**src/common/pcie_qm_config.svh**
```systemverilog
`ifndef PCIE_QM_CONFIG_SVH
`define PCIE_QM_CONFIG_SVH

// queue count sets the depth of every context table
`define QM_NB_QUEUES        16
`define QM_QUEUE_IDX_WIDTH  4

// host MMIO bus
`define QM_PAGE_LSB         12
`define QM_PCIE_ADDR_WIDTH  16
`define QM_PCIE_DATA_WIDTH  512
`define QM_PCIE_BE_WIDTH    64

// one 32-bit slot per table word
`define QM_WORD_WIDTH       32
`define QM_REG_BYTES        4

// slot offsets inside a ring's register group
`define QM_SLOT_TAIL        0
`define QM_SLOT_HEAD        1
`define QM_SLOT_LADDR       2
`define QM_SLOT_HADDR       3

// packet ring starts after the descriptor ring
`define QM_RING_SLOTS       4

// registered table read
`define QM_RAM_LATENCY      2

`endif

```
**src/common/pcie_qm_pkg.sv**
```systemverilog
`include "pcie_qm_config.svh"

package pcie_qm_pkg;

// host-port operation in a given cycle
typedef enum int {
    MMIO_IDLE,
    MMIO_WRITE,
    MMIO_READ
} mmio_op_t;

// host read waiting for a free table port
typedef enum int {
    RD_IDLE,
    RD_PENDING
} rd_state_t;

// what a bank's lookup port does this cycle
typedef enum int {
    PORTA_IDLE,
    PORTA_LOOKUP,
    PORTA_TAIL_WR
} porta_op_t;

// one ring's context for one queue
typedef struct packed {
    logic [`QM_WORD_WIDTH-1:0]   head;
    logic [`QM_WORD_WIDTH-1:0]   tail;
    // high word in the upper half
    logic [2*`QM_WORD_WIDTH-1:0] buf_addr;
} queue_ctx_t;

endpackage

```
**src/common/qtable_if.sv**
```systemverilog
`timescale 1ns/100ps
`include "pcie_qm_config.svh"

interface qtable_if;

// host-side table access, one ring
logic [`QM_QUEUE_IDX_WIDTH-1:0] addr;
logic                           rd_en;
logic                           head_wr_en;
logic                           laddr_wr_en;
logic                           haddr_wr_en;
logic [`QM_WORD_WIDTH-1:0]      head_wr_data;
logic [`QM_WORD_WIDTH-1:0]      laddr_wr_data;
logic [`QM_WORD_WIDTH-1:0]      haddr_wr_data;

// read return from the bank
logic [`QM_WORD_WIDTH-1:0]      rd_tail;
logic [`QM_WORD_WIDTH-1:0]      rd_head;
logic [`QM_WORD_WIDTH-1:0]      rd_laddr;
logic [`QM_WORD_WIDTH-1:0]      rd_haddr;
logic                           rd_valid;

modport ctrl (
    output addr, rd_en, head_wr_en, laddr_wr_en, haddr_wr_en,
    output head_wr_data, laddr_wr_data, haddr_wr_data
);

modport bank (
    input  addr, rd_en, head_wr_en, laddr_wr_en, haddr_wr_en,
    input  head_wr_data, laddr_wr_data, haddr_wr_data,
    output rd_tail, rd_head, rd_laddr, rd_haddr, rd_valid
);

modport sink (
    input rd_tail, rd_head, rd_laddr, rd_haddr, rd_valid
);

endinterface

```
**src/queue_table/qtable_ram.sv**
```systemverilog
`timescale 1ns/100ps
`include "pcie_qm_config.svh"

module qtable_ram (
    input  logic                            pcie_clk,
    input  logic [`QM_QUEUE_IDX_WIDTH-1:0]  addr_a,
    input  logic [`QM_QUEUE_IDX_WIDTH-1:0]  addr_b,
    input  logic [`QM_WORD_WIDTH-1:0]       wr_data_a,
    input  logic [`QM_WORD_WIDTH-1:0]       wr_data_b,
    input  logic                            rd_en_a,
    input  logic                            rd_en_b,
    input  logic                            wr_en_a,
    input  logic                            wr_en_b,
    output logic [`QM_WORD_WIDTH-1:0]       rd_data_a,
    output logic [`QM_WORD_WIDTH-1:0]       rd_data_b
);

logic [`QM_WORD_WIDTH-1:0] mem [`QM_NB_QUEUES];
logic [`QM_WORD_WIDTH-1:0] q_a;
logic [`QM_WORD_WIDTH-1:0] q_b;

always_ff @(posedge pcie_clk) begin
    if (wr_en_a) begin
        mem[addr_a] <= wr_data_a;
    end
    if (wr_en_b) begin
        mem[addr_b] <= wr_data_b;
    end
end

// memory output register, then a second output stage
always_ff @(posedge pcie_clk) begin
    if (rd_en_a) begin
        q_a <= mem[addr_a];
    end
    if (rd_en_b) begin
        q_b <= mem[addr_b];
    end
    rd_data_a <= q_a;
    rd_data_b <= q_b;
end

endmodule

```
**src/queue_table/queue_table_bank.sv**
```systemverilog
`timescale 1ns/100ps
`include "pcie_qm_config.svh"

module queue_table_bank
    import pcie_qm_pkg::*;
(
    input  logic                            pcie_clk,
    input  logic                            pcie_reset_n,
    qtable_if.bank                          host,
    input  logic                            lookup_en,
    input  logic [`QM_QUEUE_IDX_WIDTH-1:0]  lookup_queue,
    input  logic                            tail_wr_en,
    input  logic [`QM_QUEUE_IDX_WIDTH-1:0]  tail_wr_queue,
    input  logic [`QM_WORD_WIDTH-1:0]       new_tail,
    output queue_ctx_t                      ctx,
    output logic                            ctx_valid
);

localparam int LAT = `QM_RAM_LATENCY;

porta_op_t                      porta_op;
logic                           tail_bypass;
logic                           head_bypass;
logic                           tail_rd_en_a;
logic                           tail_wr_en_a;
logic                           head_rd_en_a;
logic [`QM_QUEUE_IDX_WIDTH-1:0] tail_addr_a;
logic [`QM_WORD_WIDTH-1:0]      tail_q_a;
logic [`QM_WORD_WIDTH-1:0]      head_q_a;
logic [`QM_WORD_WIDTH-1:0]      laddr_q_a;
logic [`QM_WORD_WIDTH-1:0]      haddr_q_a;

logic [LAT-1:0]                      lookup_pipe;
logic [LAT-1:0]                      rd_en_pipe;
logic [LAT-1:0]                      tail_byp_pipe;
logic [LAT-1:0]                      head_byp_pipe;
logic [LAT-1:0][`QM_WORD_WIDTH-1:0]  new_tail_pipe;
logic [LAT-1:0][`QM_WORD_WIDTH-1:0]  head_wr_pipe;

// lookup beats tail update on port A
always_comb begin
    if (lookup_en) begin
        porta_op = PORTA_LOOKUP;
    end else if (tail_wr_en) begin
        porta_op = PORTA_TAIL_WR;
    end else begin
        porta_op = PORTA_IDLE;
    end
end

// same-queue writes in the lookup cycle are forwarded instead of read
assign tail_bypass = lookup_en && tail_wr_en && (lookup_queue == tail_wr_queue);
assign head_bypass = lookup_en && host.head_wr_en && (lookup_queue == host.addr);

// a forwarded tail frees the tail port, so the write still lands
assign tail_rd_en_a = (porta_op == PORTA_LOOKUP) && !tail_bypass;
assign tail_wr_en_a = (porta_op == PORTA_TAIL_WR) || tail_bypass;
assign tail_addr_a  = tail_rd_en_a ? lookup_queue : tail_wr_queue;
assign head_rd_en_a = (porta_op == PORTA_LOOKUP) && !head_bypass;

always_ff @(posedge pcie_clk) begin
    if (!pcie_reset_n) begin
        lookup_pipe   <= '0;
        rd_en_pipe    <= '0;
        tail_byp_pipe <= '0;
        head_byp_pipe <= '0;
    end else begin
        lookup_pipe   <= {lookup_pipe[LAT-2:0], lookup_en};
        rd_en_pipe    <= {rd_en_pipe[LAT-2:0], host.rd_en};
        tail_byp_pipe <= {tail_byp_pipe[LAT-2:0], tail_bypass};
        head_byp_pipe <= {head_byp_pipe[LAT-2:0], head_bypass};
    end
end

always_ff @(posedge pcie_clk) begin
    new_tail_pipe <= {new_tail_pipe[LAT-2:0], new_tail};
    head_wr_pipe  <= {head_wr_pipe[LAT-2:0], host.head_wr_data};
end

assign ctx_valid     = lookup_pipe[LAT-1];
assign host.rd_valid = rd_en_pipe[LAT-1];

always_comb begin
    ctx.tail     = tail_byp_pipe[LAT-1] ? new_tail_pipe[LAT-1] : tail_q_a;
    ctx.head     = head_byp_pipe[LAT-1] ? head_wr_pipe[LAT-1] : head_q_a;
    ctx.buf_addr = {haddr_q_a, laddr_q_a};
end

////////////////////////////////////////////////////////////////////////////
// context tables, port A fabric side and port B host side
////////////////////////////////////////////////////////////////////////////

qtable_ram tail_ram (
    .pcie_clk  (pcie_clk),
    .addr_a    (tail_addr_a),
    .addr_b    (host.addr),
    .wr_data_a (new_tail),
    .wr_data_b ('0),
    .rd_en_a   (tail_rd_en_a),
    .rd_en_b   (host.rd_en),
    .wr_en_a   (tail_wr_en_a),
    .wr_en_b   (1'b0),
    .rd_data_a (tail_q_a),
    .rd_data_b (host.rd_tail)
);

qtable_ram head_ram (
    .pcie_clk  (pcie_clk),
    .addr_a    (lookup_queue),
    .addr_b    (host.addr),
    .wr_data_a ('0),
    .wr_data_b (host.head_wr_data),
    .rd_en_a   (head_rd_en_a),
    .rd_en_b   (host.rd_en),
    .wr_en_a   (1'b0),
    .wr_en_b   (host.head_wr_en),
    .rd_data_a (head_q_a),
    .rd_data_b (host.rd_head)
);

qtable_ram laddr_ram (
    .pcie_clk  (pcie_clk),
    .addr_a    (lookup_queue),
    .addr_b    (host.addr),
    .wr_data_a ('0),
    .wr_data_b (host.laddr_wr_data),
    .rd_en_a   (porta_op == PORTA_LOOKUP),
    .rd_en_b   (host.rd_en),
    .wr_en_a   (1'b0),
    .wr_en_b   (host.laddr_wr_en),
    .rd_data_a (laddr_q_a),
    .rd_data_b (host.rd_laddr)
);

qtable_ram haddr_ram (
    .pcie_clk  (pcie_clk),
    .addr_a    (lookup_queue),
    .addr_b    (host.addr),
    .wr_data_a ('0),
    .wr_data_b (host.haddr_wr_data),
    .rd_en_a   (porta_op == PORTA_LOOKUP),
    .rd_en_b   (host.rd_en),
    .wr_en_a   (1'b0),
    .wr_en_b   (host.haddr_wr_en),
    .rd_data_a (haddr_q_a),
    .rd_data_b (host.rd_haddr)
);

// valid lines up with the table word stored at the lookup edge
ctx_valid_latency: assert property (@(posedge pcie_clk) disable iff (!pcie_reset_n)
    lookup_en |-> ##(LAT) (ctx_valid &&
        ctx.buf_addr[`QM_WORD_WIDTH-1:0] == $past(laddr_ram.mem[lookup_queue], LAT)));

endmodule

```
**src/flat_wrapper.sv**
```systemverilog
// flat-port wrapper written by rule: the top's interface ports become plain ports
module queue_table_bank_flat import pcie_qm_pkg::*;
  (pcie_clk, pcie_reset_n, lookup_en, lookup_queue, tail_wr_en, tail_wr_queue, new_tail, ctx, ctx_valid, host_addr, host_rd_en, host_head_wr_en, host_laddr_wr_en, host_haddr_wr_en, host_head_wr_data, host_laddr_wr_data, host_haddr_wr_data, host_rd_tail, host_rd_head, host_rd_laddr, host_rd_haddr, host_rd_valid);
  qtable_if host_i ();
  input  logic pcie_clk;
  input  logic pcie_reset_n;
  input  logic lookup_en;
  input  logic [`QM_QUEUE_IDX_WIDTH-1:0] lookup_queue;
  input  logic tail_wr_en;
  input  logic [`QM_QUEUE_IDX_WIDTH-1:0] tail_wr_queue;
  input  logic [`QM_WORD_WIDTH-1:0] new_tail;
  output queue_ctx_t ctx;
  output logic ctx_valid;
  input wire logic [$bits(host_i.addr)-1:0] host_addr;
  input wire logic [$bits(host_i.rd_en)-1:0] host_rd_en;
  input wire logic [$bits(host_i.head_wr_en)-1:0] host_head_wr_en;
  input wire logic [$bits(host_i.laddr_wr_en)-1:0] host_laddr_wr_en;
  input wire logic [$bits(host_i.haddr_wr_en)-1:0] host_haddr_wr_en;
  input wire logic [$bits(host_i.head_wr_data)-1:0] host_head_wr_data;
  input wire logic [$bits(host_i.laddr_wr_data)-1:0] host_laddr_wr_data;
  input wire logic [$bits(host_i.haddr_wr_data)-1:0] host_haddr_wr_data;
  output wire logic [$bits(host_i.rd_tail)-1:0] host_rd_tail;
  output wire logic [$bits(host_i.rd_head)-1:0] host_rd_head;
  output wire logic [$bits(host_i.rd_laddr)-1:0] host_rd_laddr;
  output wire logic [$bits(host_i.rd_haddr)-1:0] host_rd_haddr;
  output wire logic [$bits(host_i.rd_valid)-1:0] host_rd_valid;
  assign host_i.addr = host_addr;
  assign host_i.rd_en = host_rd_en;
  assign host_i.head_wr_en = host_head_wr_en;
  assign host_i.laddr_wr_en = host_laddr_wr_en;
  assign host_i.haddr_wr_en = host_haddr_wr_en;
  assign host_i.head_wr_data = host_head_wr_data;
  assign host_i.laddr_wr_data = host_laddr_wr_data;
  assign host_i.haddr_wr_data = host_haddr_wr_data;
  assign host_rd_tail = host_i.rd_tail;
  assign host_rd_head = host_i.rd_head;
  assign host_rd_laddr = host_i.rd_laddr;
  assign host_rd_haddr = host_i.rd_haddr;
  assign host_rd_valid = host_i.rd_valid;
  queue_table_bank u_core (.pcie_clk(pcie_clk), .pcie_reset_n(pcie_reset_n), .host(host_i), .lookup_en(lookup_en), .lookup_queue(lookup_queue), .tail_wr_en(tail_wr_en), .tail_wr_queue(tail_wr_queue), .new_tail(new_tail), .ctx(ctx), .ctx_valid(ctx_valid));
endmodule
```
**config.mk**
```make
export PLATFORM = sky130hd
export DESIGN_NAME = queue_table_bank_flat
export DESIGN_NICKNAME = d
export VERILOG_FILES = /design/src/common/pcie_qm_pkg.sv /design/src/common/qtable_if.sv /design/src/queue_table/qtable_ram.sv /design/src/queue_table/queue_table_bank.sv /design/src/flat_wrapper.sv
export VERILOG_INCLUDE_DIRS = /design/src /design/src/common
export SDC_FILE = /design/constraint.sdc
export NUM_CORES = 2
export LEC_CHECK = 0
export BUFFER_PORTS_ARGS = -buffer_cell sky130_fd_sc_hd__buf_4
export CAP_MARGIN = 40
export CORE_MARGIN = 2
export CORE_UTILIZATION = 55
export CTS_CLUSTER_SIZE = 28
export DETAILED_ROUTE_END_ITERATION = 7
export PLACE_DENSITY = 0.72
export SLEW_MARGIN = 20
export SYNTH_ARGS = -nofsm -noshare
export SYNTH_HDL_FRONTEND = slang
export SYNTH_SLANG_ARGS = --single-unit
```
**constraint.sdc**
```tcl
create_clock -name pcie_clk -period 4.7 [get_ports pcie_clk]
set_input_delay 0.94 -clock pcie_clk [delete_from_list [all_inputs] [get_ports pcie_clk]]
set_output_delay 0.94 -clock pcie_clk [all_outputs]
set_load 0.03 [all_outputs]
```
==> flow_summary_export.csv <==
group,metric,value,unit
place,hpwlAfterDp,155,mm
clocking,cts_tree,"built",
clocking,ctsHoldBuffers,0,
die,ios,406,
clocking,path_clk_slew,0.06,ns
critical_path,critPathArrivalTime,2.74,ns
timing,worst_slew_pin_slew,0.948,ns
clocking,clock_path_buffers,4,
detailed_routing,postRouteAntennaNets,0,
yosys,synthFlopType,"edfxtp_1",
pwr,ir_worst_vdd,0.426,mV
critical_path,max_stage_delay,0.74,ns
critical_path,cp_num_cells,3,
yosys,netlist_instances,4797,
yosys,syn_area_per_cell,22.8,µm²
clocking,cts_setup_buffers,0,
detailed_routing,routedWlPerCell,33.8,µm
final_layout,utilization,64.0,%
yosys,syn_nets,4945,
pwr,power,0.0535,W
timing,max_freq,272,MHz
outcome,status,"finished, final reports clean",
timing,hold_viol,0,
yosys,synth-async-reset-ratio,0,%
detailed_routing,vias,55300,
yosys,syn-cell-area,0.110,mm²
detailed_routing,vias_per_cell,6.72,
flow_run,maxCapViolCount,0,
timing,finalSetupViolations,0,
critical_path,crit_path_start_kind,"flip-flop",
clocking,cts_max_level,5,
die,core,0.198,mm²
global_route,antenna_found_initial,31,
critical_path,cp.required,3.76,ns
final_layout,final_nets,5493,
clocking,clock_latency,0.94,ns
detailed_routing,first_iter_violations,6470,
clocking,numCtsBuffers,291,
detailed_routing,drc,0,
critical_path,r2r_setup_slack,2.66,ns
die,dieArea,0.203,mm²
pwr,p_sw,0.0116,W
timing,rsz0062_at_grt,"no",
global_route,grt_max_degree,123,
die,start_util,55.5,%
pwr,p_int,0.0419,W
critical_path,timing.critical_path.slowest_stage_cell,"dfxtp_2",
yosys,synth_cell_types,52,
critical_path,worst_r2r_path_depth,6,
final_layout,drive_above_1_share,44.7,%
final_layout,final_cells,8218,
pwr,power-per-cell-area,423,mW/mm²
hold_path,hold_depth,1,
timing,slew_headroom,36.8,%
detailed_routing,drt-total-wl,277,mm
timing,worst_slack,1.02,ns
final_layout,syn_to_final_growth,15.4,%
clocking,clockRootBuffer,"clkbuf_16",
pwr,p_clk_share,41.3,%
pwr,pwr-share-comb,7.8,%
yosys,synth_edf_count,2304,
timing,fin_crit_sh,78.2,%
clocking,cts.sinks,2696,
critical_path,worst-path-buf-inv,2,
global_route,grt_pass1_wl,401,mm
global_route,grt_usage,27.5,%
final_layout,fillCellCount,12800,
critical_path,crit_chain,"buf_4, mux2_2, buf_4",
place,gp_congestion,0.841,
pwr,leakage,41.1,nW
yosys,yosys_warnings,0,
global_route,grt_pass1_vias,58000,
critical_path,setup.worst_path.end_class,"output pin",
clocking,cts_resized,0,
place,dpl.cell_count,7690,
detailed_routing,first_pass_iters,6,
critical_path,crit_top_cell,"buf_4",
yosys,synth-seq-cells,2696,
place,io_buffers,405,
critical_path,crit_fanout,18,
hold_path,worstHoldPathType,"in2reg",
timing,clock_skew,0.0559,ns
yosys,yosysSeqAreaShare,70.3,%
global_route,overflow,0,
place,pre_cts_ws,0.731,ns
die,row_count,163,
timing,drv_slew,0,
critical_path,critPathTopFamily,"flip-flops",
die,fp.dieW,450,µm
pwr,p_sw_share,21.8,%
die,die_h,450,µm
timing,period_needed,3.68,ns
critical_path,crit_type,"reg2out",
pwr,p_seq_share,50.9,%
## flip-flops by register name (all words and copies together), names as in the netlist, 64 cells and up
name,cells
u_core.haddr_ram.mem,512
u_core.new_tail_pipe,64
u_core.head_wr_pipe,64
u_core.head_ram.mem,512
u_core.tail_ram.mem,512
u_core.laddr_ram.mem,512
## synth_stat cells (2+ instances only)
library cell,n,share of area (%)
a211oi_1,8,0.055
a21o_1,4,0.027
a21oi_1,9,0.041
a221o_1,7,0.064
a222oi_1,32,0.29
a22o_1,2,0.016
a22oi_1,63,0.43
a31oi_1,8,0.046
and2_1,7,0.040
and4_1,2,0.016
buf_1,38,0.13
buf_2,125,0.57
buf_4,3,0.021
buf_6,6,0.062
clkbuf_1,162,0.55
dfxtp_1,392,7.2
edfxtp_1,2304,63
inv_1,6,0.021
inv_2,3,0.010
mux2_2,247,2.5
mux2i_1,7,0.064
mux2i_2,2,0.025
mux4_2,1151,24
nand2_1,25,0.086
nand2b_1,5,0.029
nand3_1,38,0.17
nand4_1,7,0.040
nor2_1,68,0.23
nor2b_1,14,0.080
nor3_1,6,0.027
o211a_1,2,0.018
o211ai_1,2,0.014
o21ai_0,8,0.037
o311ai_0,14,0.11
o32a_1,2,0.018
xnor2_1,2,0.016
## path summary, 6_finish.rpt
kind,startpoint,endpoint
worst min register to register,u_core.new_tail_pipe[13]$_DFF_P_,u_core.new_tail_pipe[45]$_DFF_P_
worst min-delay path,new_tail[11],u_core.new_tail_pipe[11]$_DFF_P_
worst max register to register,u_core.tail_ram.mem[4][30]$_DFFE_PP_,u_core.tail_ram.q_a[30]$_DFFE_PP_
worst max-delay path,u_core.head_byp_pipe[1]$_SDFF_PN0_,ctx[127]
## cells by family (layout without fill, tap and decap cells)
| group | Yosys count | in the layout | share of synthesized area [%] |
|---|---|---|---|
| mux | 1409 | 1409 | 26.3 |
| other cells | 0 | 14 | 0 |
| xor+xnor | 3 | 3 | 0.0240 |
| simple gates | 179 | 179 | 0.784 |
| compound gates | 166 | 166 | 1.21 |
| buf+inv | 344 | 1111 | 1.37 |
| flops | 2696 | 2696 | 70.3 |
## stage by stage
| stage | setup TNS (ns) | instance area, µm² | hold slack (ns) |
|---|---|---|---|
| after floorplan | -6.70 | 110000 | 0.310 |
| after global placement | 0 | 117000 | 0.310 |
| after detailed placement | 0 | 117000 | 0.312 |
| final | 0 | 126000 | 0.227 |
| after global routing | 0 | 126000 | 0.202 |
| after CTS | 0 | 126000 | 0.171 |
## metal layers
layer,global-route usage [%],wire (µm)
met1,35.5,101000
met2,46.1,143000
met3,4.39,20200
met4,13.0,13300
met5,0,111
## cell usage in the layout, fill, tap and decap left out, types with 38 or more instances in the layout
cell type  synthesis  final
a22oi_1           63     63
buf_12             0     50
buf_4              3    525
clkbuf_1         162     73
clkbuf_16          0    299
clkbuf_8           0     46
clkinv_2           0     40
dfxtp_1          392    390
edfxtp_1        2304   2304
mux2_2           247    246
mux4_2          1151   1151
nand3_1           38     38
nor2_4             0     56
## power groups by stage
stage | clock (W) | combinational, W | sequential [W]
after global routing | 0.0234 | 0.00440 | 0.0273
after CTS | 0.0225 | 0.00423 | 0.0272
after floorplan | 0 | 0.00236 | 0.0278
after detailed placement | 0 | 0.00421 | 0.0277
final | 0.0221 | 0.00419 | 0.0272
after global placement | 0 | 0.00417 | 0.0277
## area by class of cell
| cell class | instances | area (µm²) | area share (%) |
|---|---|---|---|
| sequential | 2696 | 77000 | 60.9 |
| clock buffer | 417 | 8370 | 6.62 |
| inverter | 10 | 52.6 | 0.0416 |
| tap | 2640 | 3300 | 2.61 |
| timing repair buffer | 589 | 5220 | 4.13 |
| clock inverter | 95 | 861 | 0.681 |
| antenna | 14 | 35.0 | 0.0277 |
| multi-input combinational | 1757 | 31600 | 25.0 |
Note: power is estimated with default switching activity, not from simulation.
