**src/common/pcie_qm_config.svh**
```systemverilog
`ifndef PCIE_QM_CONFIG_SVH
`define PCIE_QM_CONFIG_SVH

// queue count sets the depth of every context table
`define QM_NB_QUEUES        16
`define QM_QUEUE_IDX_WIDTH  4

// host MMIO bus
`define QM_PAGE_LSB         12
`define QM_PCIE_ADDR_WIDTH  16
`define QM_PCIE_DATA_WIDTH  512
`define QM_PCIE_BE_WIDTH    64

// one 32-bit slot per table word
`define QM_WORD_WIDTH       32
`define QM_REG_BYTES        4

// slot offsets inside a ring's register group
`define QM_SLOT_TAIL        0
`define QM_SLOT_HEAD        1
`define QM_SLOT_LADDR       2
`define QM_SLOT_HADDR       3

// packet ring starts after the descriptor ring
`define QM_RING_SLOTS       4

// registered table read
`define QM_RAM_LATENCY      2

`endif

```
**src/common/pcie_qm_pkg.sv**
```systemverilog
`include "pcie_qm_config.svh"

package pcie_qm_pkg;

// host-port operation in a given cycle
typedef enum int {
    MMIO_IDLE,
    MMIO_WRITE,
    MMIO_READ
} mmio_op_t;

// host read waiting for a free table port
typedef enum int {
    RD_IDLE,
    RD_PENDING
} rd_state_t;

// what a bank's lookup port does this cycle
typedef enum int {
    PORTA_IDLE,
    PORTA_LOOKUP,
    PORTA_TAIL_WR
} porta_op_t;

// one ring's context for one queue
typedef struct packed {
    logic [`QM_WORD_WIDTH-1:0]   head;
    logic [`QM_WORD_WIDTH-1:0]   tail;
    // high word in the upper half
    logic [2*`QM_WORD_WIDTH-1:0] buf_addr;
} queue_ctx_t;

endpackage

```
**src/common/qtable_if.sv**
```systemverilog
`timescale 1ns/100ps
`include "pcie_qm_config.svh"

interface qtable_if;

// host-side table access, one ring
logic [`QM_QUEUE_IDX_WIDTH-1:0] addr;
logic                           rd_en;
logic                           head_wr_en;
logic                           laddr_wr_en;
logic                           haddr_wr_en;
logic [`QM_WORD_WIDTH-1:0]      head_wr_data;
logic [`QM_WORD_WIDTH-1:0]      laddr_wr_data;
logic [`QM_WORD_WIDTH-1:0]      haddr_wr_data;

// read return from the bank
logic [`QM_WORD_WIDTH-1:0]      rd_tail;
logic [`QM_WORD_WIDTH-1:0]      rd_head;
logic [`QM_WORD_WIDTH-1:0]      rd_laddr;
logic [`QM_WORD_WIDTH-1:0]      rd_haddr;
logic                           rd_valid;

modport ctrl (
    output addr, rd_en, head_wr_en, laddr_wr_en, haddr_wr_en,
    output head_wr_data, laddr_wr_data, haddr_wr_data
);

modport bank (
    input  addr, rd_en, head_wr_en, laddr_wr_en, haddr_wr_en,
    input  head_wr_data, laddr_wr_data, haddr_wr_data,
    output rd_tail, rd_head, rd_laddr, rd_haddr, rd_valid
);

modport sink (
    input rd_tail, rd_head, rd_laddr, rd_haddr, rd_valid
);

endinterface

```
**src/completion_builder.sv**
```systemverilog
`timescale 1ns/100ps
`include "pcie_qm_config.svh"

module completion_builder
    import pcie_qm_pkg::*;
(
    input  logic                            pcie_clk,
    input  logic                            pcie_reset_n,
    qtable_if.sink                          dsc_port,
    qtable_if.sink                          pkt_port,
    input  queue_ctx_t                      dsc_ctx,
    input  queue_ctx_t                      pkt_ctx,
    input  logic                            dsc_ctx_valid,
    input  logic                            pkt_ctx_valid,
    output logic [`QM_PCIE_DATA_WIDTH-1:0]  pcie_readdata,
    output logic                            pcie_readdatavalid,
    output logic                            ctx_valid,
    output logic [`QM_WORD_WIDTH-1:0]       dsc_head,
    output logic [`QM_WORD_WIDTH-1:0]       dsc_tail,
    output logic [2*`QM_WORD_WIDTH-1:0]     dsc_buf_addr,
    output logic [`QM_WORD_WIDTH-1:0]       pkt_head,
    output logic [`QM_WORD_WIDTH-1:0]       pkt_tail,
    output logic [2*`QM_WORD_WIDTH-1:0]     pkt_buf_addr
);

localparam int W    = `QM_WORD_WIDTH;
localparam int RING = `QM_RING_SLOTS * W;

logic [`QM_PCIE_DATA_WIDTH-1:0] completion;

// slots 0-7 hold both rings, slots 8-15 read as zero
always_comb begin
    completion = '0;
    completion[`QM_SLOT_TAIL*W +: W]         = dsc_port.rd_tail;
    completion[`QM_SLOT_HEAD*W +: W]         = dsc_port.rd_head;
    completion[`QM_SLOT_LADDR*W +: W]        = dsc_port.rd_laddr;
    completion[`QM_SLOT_HADDR*W +: W]        = dsc_port.rd_haddr;
    completion[RING + `QM_SLOT_TAIL*W +: W]  = pkt_port.rd_tail;
    completion[RING + `QM_SLOT_HEAD*W +: W]  = pkt_port.rd_head;
    completion[RING + `QM_SLOT_LADDR*W +: W] = pkt_port.rd_laddr;
    completion[RING + `QM_SLOT_HADDR*W +: W] = pkt_port.rd_haddr;
end

always_ff @(posedge pcie_clk) begin
    if (!pcie_reset_n) begin
        pcie_readdata      <= '0;
        pcie_readdatavalid <= 1'b0;
        ctx_valid          <= 1'b0;
    end else begin
        pcie_readdatavalid <= dsc_port.rd_valid;
        ctx_valid          <= dsc_ctx_valid;
        // hold the last completion between reads
        if (dsc_port.rd_valid) begin
            pcie_readdata <= completion;
        end
    end
end

always_ff @(posedge pcie_clk) begin
    if (dsc_ctx_valid) begin
        dsc_head     <= dsc_ctx.head;
        dsc_tail     <= dsc_ctx.tail;
        dsc_buf_addr <= dsc_ctx.buf_addr;
        pkt_head     <= pkt_ctx.head;
        pkt_tail     <= pkt_ctx.tail;
        pkt_buf_addr <= pkt_ctx.buf_addr;
    end
end

// both banks share the decoder and lookup inputs, so they stay in lockstep
banks_in_step: assert property (@(posedge pcie_clk) disable iff (!pcie_reset_n)
    (dsc_port.rd_valid == pkt_port.rd_valid) && (dsc_ctx_valid == pkt_ctx_valid));

endmodule

```
**src/flat_wrapper.sv**
```systemverilog
// flat-port wrapper written by rule: the top's interface ports become plain ports
module completion_builder_flat import pcie_qm_pkg::*;
  (pcie_clk, pcie_reset_n, dsc_ctx, pkt_ctx, dsc_ctx_valid, pkt_ctx_valid, pcie_readdata, pcie_readdatavalid, ctx_valid, dsc_head, dsc_tail, dsc_buf_addr, pkt_head, pkt_tail, pkt_buf_addr, dsc_port_rd_tail, dsc_port_rd_head, dsc_port_rd_laddr, dsc_port_rd_haddr, dsc_port_rd_valid, pkt_port_rd_tail, pkt_port_rd_head, pkt_port_rd_laddr, pkt_port_rd_haddr, pkt_port_rd_valid);
  qtable_if dsc_port_i ();
  qtable_if pkt_port_i ();
  input  logic pcie_clk;
  input  logic pcie_reset_n;
  input  queue_ctx_t dsc_ctx;
  input  queue_ctx_t pkt_ctx;
  input  logic dsc_ctx_valid;
  input  logic pkt_ctx_valid;
  output logic [`QM_PCIE_DATA_WIDTH-1:0] pcie_readdata;
  output logic pcie_readdatavalid;
  output logic ctx_valid;
  output logic [`QM_WORD_WIDTH-1:0] dsc_head;
  output logic [`QM_WORD_WIDTH-1:0] dsc_tail;
  output logic [2*`QM_WORD_WIDTH-1:0] dsc_buf_addr;
  output logic [`QM_WORD_WIDTH-1:0] pkt_head;
  output logic [`QM_WORD_WIDTH-1:0] pkt_tail;
  output logic [2*`QM_WORD_WIDTH-1:0] pkt_buf_addr;
  input wire logic [$bits(dsc_port_i.rd_tail)-1:0] dsc_port_rd_tail;
  input wire logic [$bits(dsc_port_i.rd_head)-1:0] dsc_port_rd_head;
  input wire logic [$bits(dsc_port_i.rd_laddr)-1:0] dsc_port_rd_laddr;
  input wire logic [$bits(dsc_port_i.rd_haddr)-1:0] dsc_port_rd_haddr;
  input wire logic [$bits(dsc_port_i.rd_valid)-1:0] dsc_port_rd_valid;
  input wire logic [$bits(pkt_port_i.rd_tail)-1:0] pkt_port_rd_tail;
  input wire logic [$bits(pkt_port_i.rd_head)-1:0] pkt_port_rd_head;
  input wire logic [$bits(pkt_port_i.rd_laddr)-1:0] pkt_port_rd_laddr;
  input wire logic [$bits(pkt_port_i.rd_haddr)-1:0] pkt_port_rd_haddr;
  input wire logic [$bits(pkt_port_i.rd_valid)-1:0] pkt_port_rd_valid;
  assign dsc_port_i.rd_tail = dsc_port_rd_tail;
  assign dsc_port_i.rd_head = dsc_port_rd_head;
  assign dsc_port_i.rd_laddr = dsc_port_rd_laddr;
  assign dsc_port_i.rd_haddr = dsc_port_rd_haddr;
  assign dsc_port_i.rd_valid = dsc_port_rd_valid;
  assign pkt_port_i.rd_tail = pkt_port_rd_tail;
  assign pkt_port_i.rd_head = pkt_port_rd_head;
  assign pkt_port_i.rd_laddr = pkt_port_rd_laddr;
  assign pkt_port_i.rd_haddr = pkt_port_rd_haddr;
  assign pkt_port_i.rd_valid = pkt_port_rd_valid;
  completion_builder u_core (.pcie_clk(pcie_clk), .pcie_reset_n(pcie_reset_n), .dsc_port(dsc_port_i), .pkt_port(pkt_port_i), .dsc_ctx(dsc_ctx), .pkt_ctx(pkt_ctx), .dsc_ctx_valid(dsc_ctx_valid), .pkt_ctx_valid(pkt_ctx_valid), .pcie_readdata(pcie_readdata), .pcie_readdatavalid(pcie_readdatavalid), .ctx_valid(ctx_valid), .dsc_head(dsc_head), .dsc_tail(dsc_tail), .dsc_buf_addr(dsc_buf_addr), .pkt_head(pkt_head), .pkt_tail(pkt_tail), .pkt_buf_addr(pkt_buf_addr));
endmodule
```
**config.mk**
```make
export PLATFORM = sky130hd
export DESIGN_NAME = completion_builder_flat
export DESIGN_NICKNAME = d
export VERILOG_FILES = /design/src/common/pcie_qm_pkg.sv /design/src/common/qtable_if.sv /design/src/completion_builder.sv /design/src/flat_wrapper.sv
export VERILOG_INCLUDE_DIRS = /design/src /design/src/common
export SDC_FILE = /design/constraint.sdc
export NUM_CORES = 1
export LEC_CHECK = 0
export CORE_AREA = 4 4 496 498
export DETAILED_ROUTE_END_ITERATION = 16
export DIE_AREA = 0 0 500 502
export DONT_BUFFER_PORTS = 1
export PLACE_DENSITY = 0.31
export SETUP_SLACK_MARGIN = 0.1
export SYNTH_ARGS = -nofsm -noshare
export SYNTH_HDL_FRONTEND = slang
export SYNTH_SLANG_ARGS = --single-unit
```
**constraint.sdc**
```tcl
create_clock -name pcie_clk -period 2.74 [get_ports pcie_clk]
set_input_delay 0.685 -clock pcie_clk [delete_from_list [all_inputs] [get_ports pcie_clk]]
set_output_delay 0.685 -clock pcie_clk [all_outputs]
set_load 0.05 [all_outputs]
```
==> results of run 1 <==
-- worst min path at each step --
stage	cells past startpoint	slack, ns	end	from
floorplan	2	0.74	u_core.pcie_readdata[0]	u_core.pcie_readdata[0]
global placement	2	0.76	u_core.pcie_readdata[233]	u_core.pcie_readdata[233]
detailed placement	2	0.77	u_core.pcie_readdata[234]	u_core.pcie_readdata[234]
CTS	0	0.01	u_core.pkt_buf_addr[25]	dsc_ctx_valid
global route	0	0.04	u_core.pkt_buf_addr[58]	pkt_ctx[58]
finish	0	0.12	u_core.pkt_buf_addr[58]	pkt_ctx[58]
-- metrics by stage --
stage / hold slack [ns] / cells
2_1_floorplan: 0.743 / 1597
3_3_place_gp: 0.764 / 4486
3_5_place_dp: 0.769 / 4486
4_1_cts: 0.0119 / 4805
5_1_grt: 0.0366 / 4814
6_report: 0.119 / 4825
-- routing by layer --
metal  GRT usage [%]  part of all wire [%]
met1            7.60                    32
met2            13.7                    48
met3            5.57                    16
met4            2.97                   3.7
met5               0                  0.60
-- power breakdown --
| group | total (mW) | switching, mW | internal, mW |
|---|---|---|---|
| Combinational | 1.45 | 0.979 | 0.472 |
| Sequential | 11.0 | 2.28 | 8.67 |
| Clock | 9.44 | 3.79 | 5.64 |
| Total | 21.8 | 7.06 | 14.8 |
-- layout make-up --
class                           count  area, um^2
Multi-Input combinational cell    770        5140
Sequential cell                   514       12900
Clock buffer                       87        1830
Tap cell                         3202        4010
Timing Repair Buffer              200        2000
Antenna cell                       20        50.0
Clock inverter                     32         503
Fill cell                       27374      216000
-- cells in the final DEF, fill, tap and decap left out, drive strengths merged --
cell,count
inv,6
edfxtp,256
and2,2
clkinv,12
dlygate4sd3,200
clkbuf,87
dfxtp,258
diode,20
nor2b,256
mux2i,256
conb,256
clkinvlp,5
bufinv,9
-- kinds of logic after synthesis --
| kind of cell | share of synthesized area, % |
|---|---|
| DFF | 66.0 |
| buffers and inverters | 12.6 |
| and+or+nand+nor | 8.28 |
| muxes | 13.2 |
| other | 0.0192 |
-- registers in the layout, summed over array words and instances, names as in the netlist --
name,cells
u_core.ctx_valid,1
u_core.dsc_buf_addr,64
u_core.dsc_head,32
u_core.dsc_tail,32
u_core.pcie_readdata,256
u_core.pcie_readdatavalid,1
u_core.pkt_buf_addr,64
u_core.pkt_head,32
u_core.pkt_tail,32
==> flow_metrics.env, run 1 <==
export IMPL_num_vias=10908
export IMPL_cts_buffers=67
export IMPL_totalWireLength_um=108000
export IMPL_yosysMostFrequentCell="buf_4"
export IMPL_critPathMaxFanout=1
export IMPL_dp_hpwl_um=88100
export IMPL_fin_ws_ns=0.572
export IMPL_antenna_found_initial=142
export IMPL_rrSetupSlack_ns=1.62
export IMPL_cp_startpoint="u_core.dsc_tail[16]"
export IMPL_cp_depth=0
export IMPL_syn_inst=1342
export IMPL_drtPass1Iterations=5
export IMPL_critPathArrivalTime_ns=1.48
export IMPL_async_reset_ff_share_pct=0
export IMPL_initial_utilization_pct=8.05
export IMPL_status="complete, no violations"
export IMPL_leakage_nw=9.38
export IMPL_clk_pin_slew_ns=0.06
export IMPL_drv_slew=0
export IMPL_rsz0062_at_grt="no"
export IMPL_die_y_um=502
export IMPL_clockRootBuffer="clkbuf_16"
export IMPL_endpoint="dsc_tail[16]"
export IMPL_place_gp_congestion=0.728
export IMPL_cap_viol_max_count=0
export IMPL_routed_via_density=2.26
export IMPL_rows=181
export IMPL_gr_total_overflow=0
export IMPL_synth_common_cells="259 x buf_4, 258 x dfxtp_1, 256 x edfxtp_1, 256 x mux2i_1, 256 x nor2b_1"
export IMPL_cellPowerDensity_nw_per_um2=828
export IMPL_clock_skew_ns=0
export IMPL_tightest_slew_ns=0.737
export IMPL_synth_avg_cell_area_um2=14.5
export IMPL_cts_buffer_depth=3
export IMPL_drive_gt1_share_pct=6.30
export IMPL_cts_setup_buffers=0
export IMPL_ys_warn_count=0
export IMPL_numClockSinks=514
export IMPL_yosys_top_cells_area="edfxtp_1 39%, dfxtp_1 27%, mux2i_1 13%"
export IMPL_fin_area_um2=26400
export IMPL_grt_usage_pct=8.04
export IMPL_reg2reg_from="u_core.pcie_readdata[190]"
export IMPL_synth_area_um2=19500
export IMPL_synth_largest_area_cell="edfxtp_1"
export IMPL_netlist_area_leader_share_pct=39.5
export IMPL_grt_max_degree=259
export IMPL_drc=0
export IMPL_hold_buffers=200
export IMPL_hold_viol_final=0
export IMPL_syn_to_final_growth_pct=35.4
export IMPL_critPathCaptureType="output pin"
export IMPL_clock_fmax_mhz=461
export IMPL_tritoncts="built"
export IMPL_cp_start_kind="flop"
export IMPL_synth_seq_cells=514
export IMPL_maxSlewHeadroom_pct=50.9
export IMPL_period_needed_ns=2.17
export IMPL_synth_edf_count=256
export IMPL_htreeDepth=3
export IMPL_wl_per_cell_um=22.3
export IMPL_synth_top_flop_cell="dfxtp_1"
export IMPL_dieArea_um2=251000
export IMPL_pre_cts_ws_ns=1.26
export IMPL_nNetsFinal=2071
export IMPL_fin_crit_sh_pct=79.1
export IMPL_grt_pass1_vias=10163
export IMPL_tns_ns=0
export IMPL_coreArea_um2=242000
export IMPL_grt_pass1_wl_um=127000
export IMPL_final_core_util_pct=10.9
export IMPL_ys_seq_area_share_pct=66.0
export IMPL_port_buffers=0
export IMPL_min_path_type="input port to flop"
export IMPL_cts_resized=0
export IMPL_drt_initial_drc_count=753
export IMPL_setup_viol_count_final=0
export IMPL_insertion_delay_ns=0.67
export IMPL_synth_cell_types=11
export IMPL_die_w_um=500
export IMPL_path_class="flop to output pin"
export IMPL_antenna_left=0
export IMPL_r2r_cells=2
export IMPL_ioPinCount=1288
export IMPL_fin_total_pwr_mw=21.8
export IMPL_peakVddDrop_mv=0.368
export IMPL_r2r_end="u_core.pcie_readdata[190]"
export IMPL_place_area_um2=22000
export IMPL_required_ns=2.06
Power figures use the tool's default switching activity.
==> run 2: changes to the inputs <==
--- a/config.mk
+++ b/config.mk
@@ -10,7 +10,7 @@
 export DETAILED_ROUTE_END_ITERATION = 16
 export DIE_AREA = 0 0 500 502
 export DONT_BUFFER_PORTS = 1
-export PLACE_DENSITY = 0.31
+export PLACE_DENSITY = 0.32
 export SETUP_SLACK_MARGIN = 0.1
 export SYNTH_ARGS = -nofsm -noshare
 export SYNTH_HDL_FRONTEND = slang
==> constraint.sdc (replaced) <==
create_clock -name pcie_clk -period 1.95 [get_ports pcie_clk]
set_input_delay 0.4875 -clock pcie_clk [delete_from_list [all_inputs] [get_ports pcie_clk]]
set_output_delay 0.4875 -clock pcie_clk [all_outputs]
set_load 0.05 [all_outputs]
==> flow_metrics.env, run 2 (synthesis gave the netlist of run 1 again) <==
export IMPL_cp_start_kind="flop"
export IMPL_maxSlewHeadroom_pct=54.1
export IMPL_clock_skew_ns=0
export IMPL_die_w_um=500
export IMPL_final_core_util_pct=13.4
export IMPL_routed_via_density=2.38
export IMPL_hold_buffers=641
export IMPL_dieArea_um2=251000
export IMPL_drc=0
export IMPL_tritoncts="built"
export IMPL_wl_per_cell_um=20.9
export IMPL_coreArea_um2=242000
export IMPL_required_ns=1.46
export IMPL_num_vias=12913
export IMPL_antenna_found_initial=139
export IMPL_period_needed_ns=1.87
export IMPL_tightest_slew_ns=0.688
export IMPL_cellPowerDensity_nw_per_um2=992
export IMPL_final_common_cell="dlygate4sd3_1"
export IMPL_leakage_nw=12.0
export IMPL_cts_setup_buffers=0
export IMPL_critPathArrivalTime_ns=1.38
export IMPL_nNetsFinal=2611
export IMPL_grt_pass1_vias=13095
export IMPL_antenna_left=0
export IMPL_syn_to_final_growth_pct=66.5
export IMPL_rsz0062_at_grt="yes"
export IMPL_clock_fmax_mhz=536
export IMPL_fin_crit_sh_pct=95.7
export IMPL_largest_reg_flops=256
export IMPL_htreeDepth=3
export IMPL_critPathMaxFanout=1
export IMPL_hold_viol_final=24
export IMPL_dp_hpwl_um=89000
export IMPL_setup_viol_count_final=0
export IMPL_critPathCaptureType="output pin"
export IMPL_regMostFlops="u_core.pcie_readdata"
export IMPL_drv_slew=0
export IMPL_whs_ns=-0.0566
export IMPL_drt_initial_drc_count=1041
export IMPL_die_y_um=502
export IMPL_ioPinCount=1288
export IMPL_clockRootBuffer="clkbuf_16"
export IMPL_cap_viol_max_count=0
export IMPL_place_gp_congestion=0.715
export IMPL_grt_usage_pct=8.46
export IMPL_numClockSinks=514
export IMPL_rows=181
export IMPL_peakVddDrop_mv=0.568
export IMPL_drtPass1Iterations=4
export IMPL_min_path_type="input port to flop"
export IMPL_fill_cells=27043
export IMPL_violations="negative hold slack"
export IMPL_final_cell_mix="640 x dlygate4sd3_1, 256 x mux2i_1, 256 x nor2b_1, 256 x conb_1, 256 x edfxtp_1"
export IMPL_status="finished with violations"
export IMPL_initial_utilization_pct=8.05
export IMPL_largest_registers="u_core.pcie_readdata x256, u_core.dsc_buf_addr x64, u_core.pkt_buf_addr x64"
export IMPL_path_class="flop to output pin"
export IMPL_grt_max_degree=258
export IMPL_cts_buffer_depth=3
export IMPL_grt_pass1_wl_um=139000
export IMPL_insertion_delay_ns=0.67
export IMPL_clk_pin_slew_ns=0.06
export IMPL_gr_total_overflow=0
export IMPL_totalWireLength_um=113000
export IMPL_port_buffers=0
export IMPL_cts_buffers=70
export IMPL_drive_gt1_share_pct=19.0
run 2: cell type report:
cell class,instances,area (um^2),area share [%]
Timing Repair Buffer,737,7720,23.8
Clock buffer,94,1940,5.99
Sequential cell,514,13100,40.4
Tap cell,3202,4010,12.3
Multi-Input combinational cell,770,5140,15.8
Clock inverter,34,379,1.17
Antenna cell,64,160,0.494
run 2: metrics by stage:
step                area (um^2)  setup slack [ns]  power [mW]   TNS, ns  std cells
floorplan                 20400             0.674        17.5         0       1597
global placement          22700             0.759        17.6         0       4582
detailed placement        22700             0.759        17.6         0       4582
CTS                       32300           -0.0290        33.2    -0.112       5351
global route              32300          -0.00377        33.7  -0.00377       5375
finish                    32400            0.0841        32.2         0       5415
run 2: timing repair:
action | in CTS | in global routing
gates resized for setup | 346 | 0
setup endpoints to repair | 513 | 241
endpoints found under the hold margin | 624 | 118
run 2: path summary, 6_finish.rpt:
check | from | endpoint | slack [ns] | cells after the start
hold reg to reg | u_core.pcie_readdata[128] | u_core.pcie_readdata[128] | 0.53 | 2
hold / removal | dsc_ctx_valid | u_core.pkt_buf_addr[49] | -0.06 | 0
setup / recovery | u_core.dsc_head[17] | dsc_head[17] | 0.08 | 0
setup reg to reg | u_core.pcie_readdata[191] | u_core.pcie_readdata[191] | 0.27 | 4
run 2: layer usage:
| layer | up-vias | wire [um] | global-route usage, % |
|---|---|---|---|
| li1 | 5670 | - | - |
| met4 | 78 | 4400 | 3.34 |
| met2 | 873 | 55000 | 14.5 |
| met1 | 6046 | 38300 | 8.35 |
| met3 | 246 | 14800 | 4.96 |
| met5 | - | 499 | 0 |
run 2: where the power goes:
group / internal [mW] / switching (mW)
sequential: 12.2 / 2.63
clock: 7.64 / 5.59
combinational: 1.61 / 2.48
total: 21.5 / 10.7
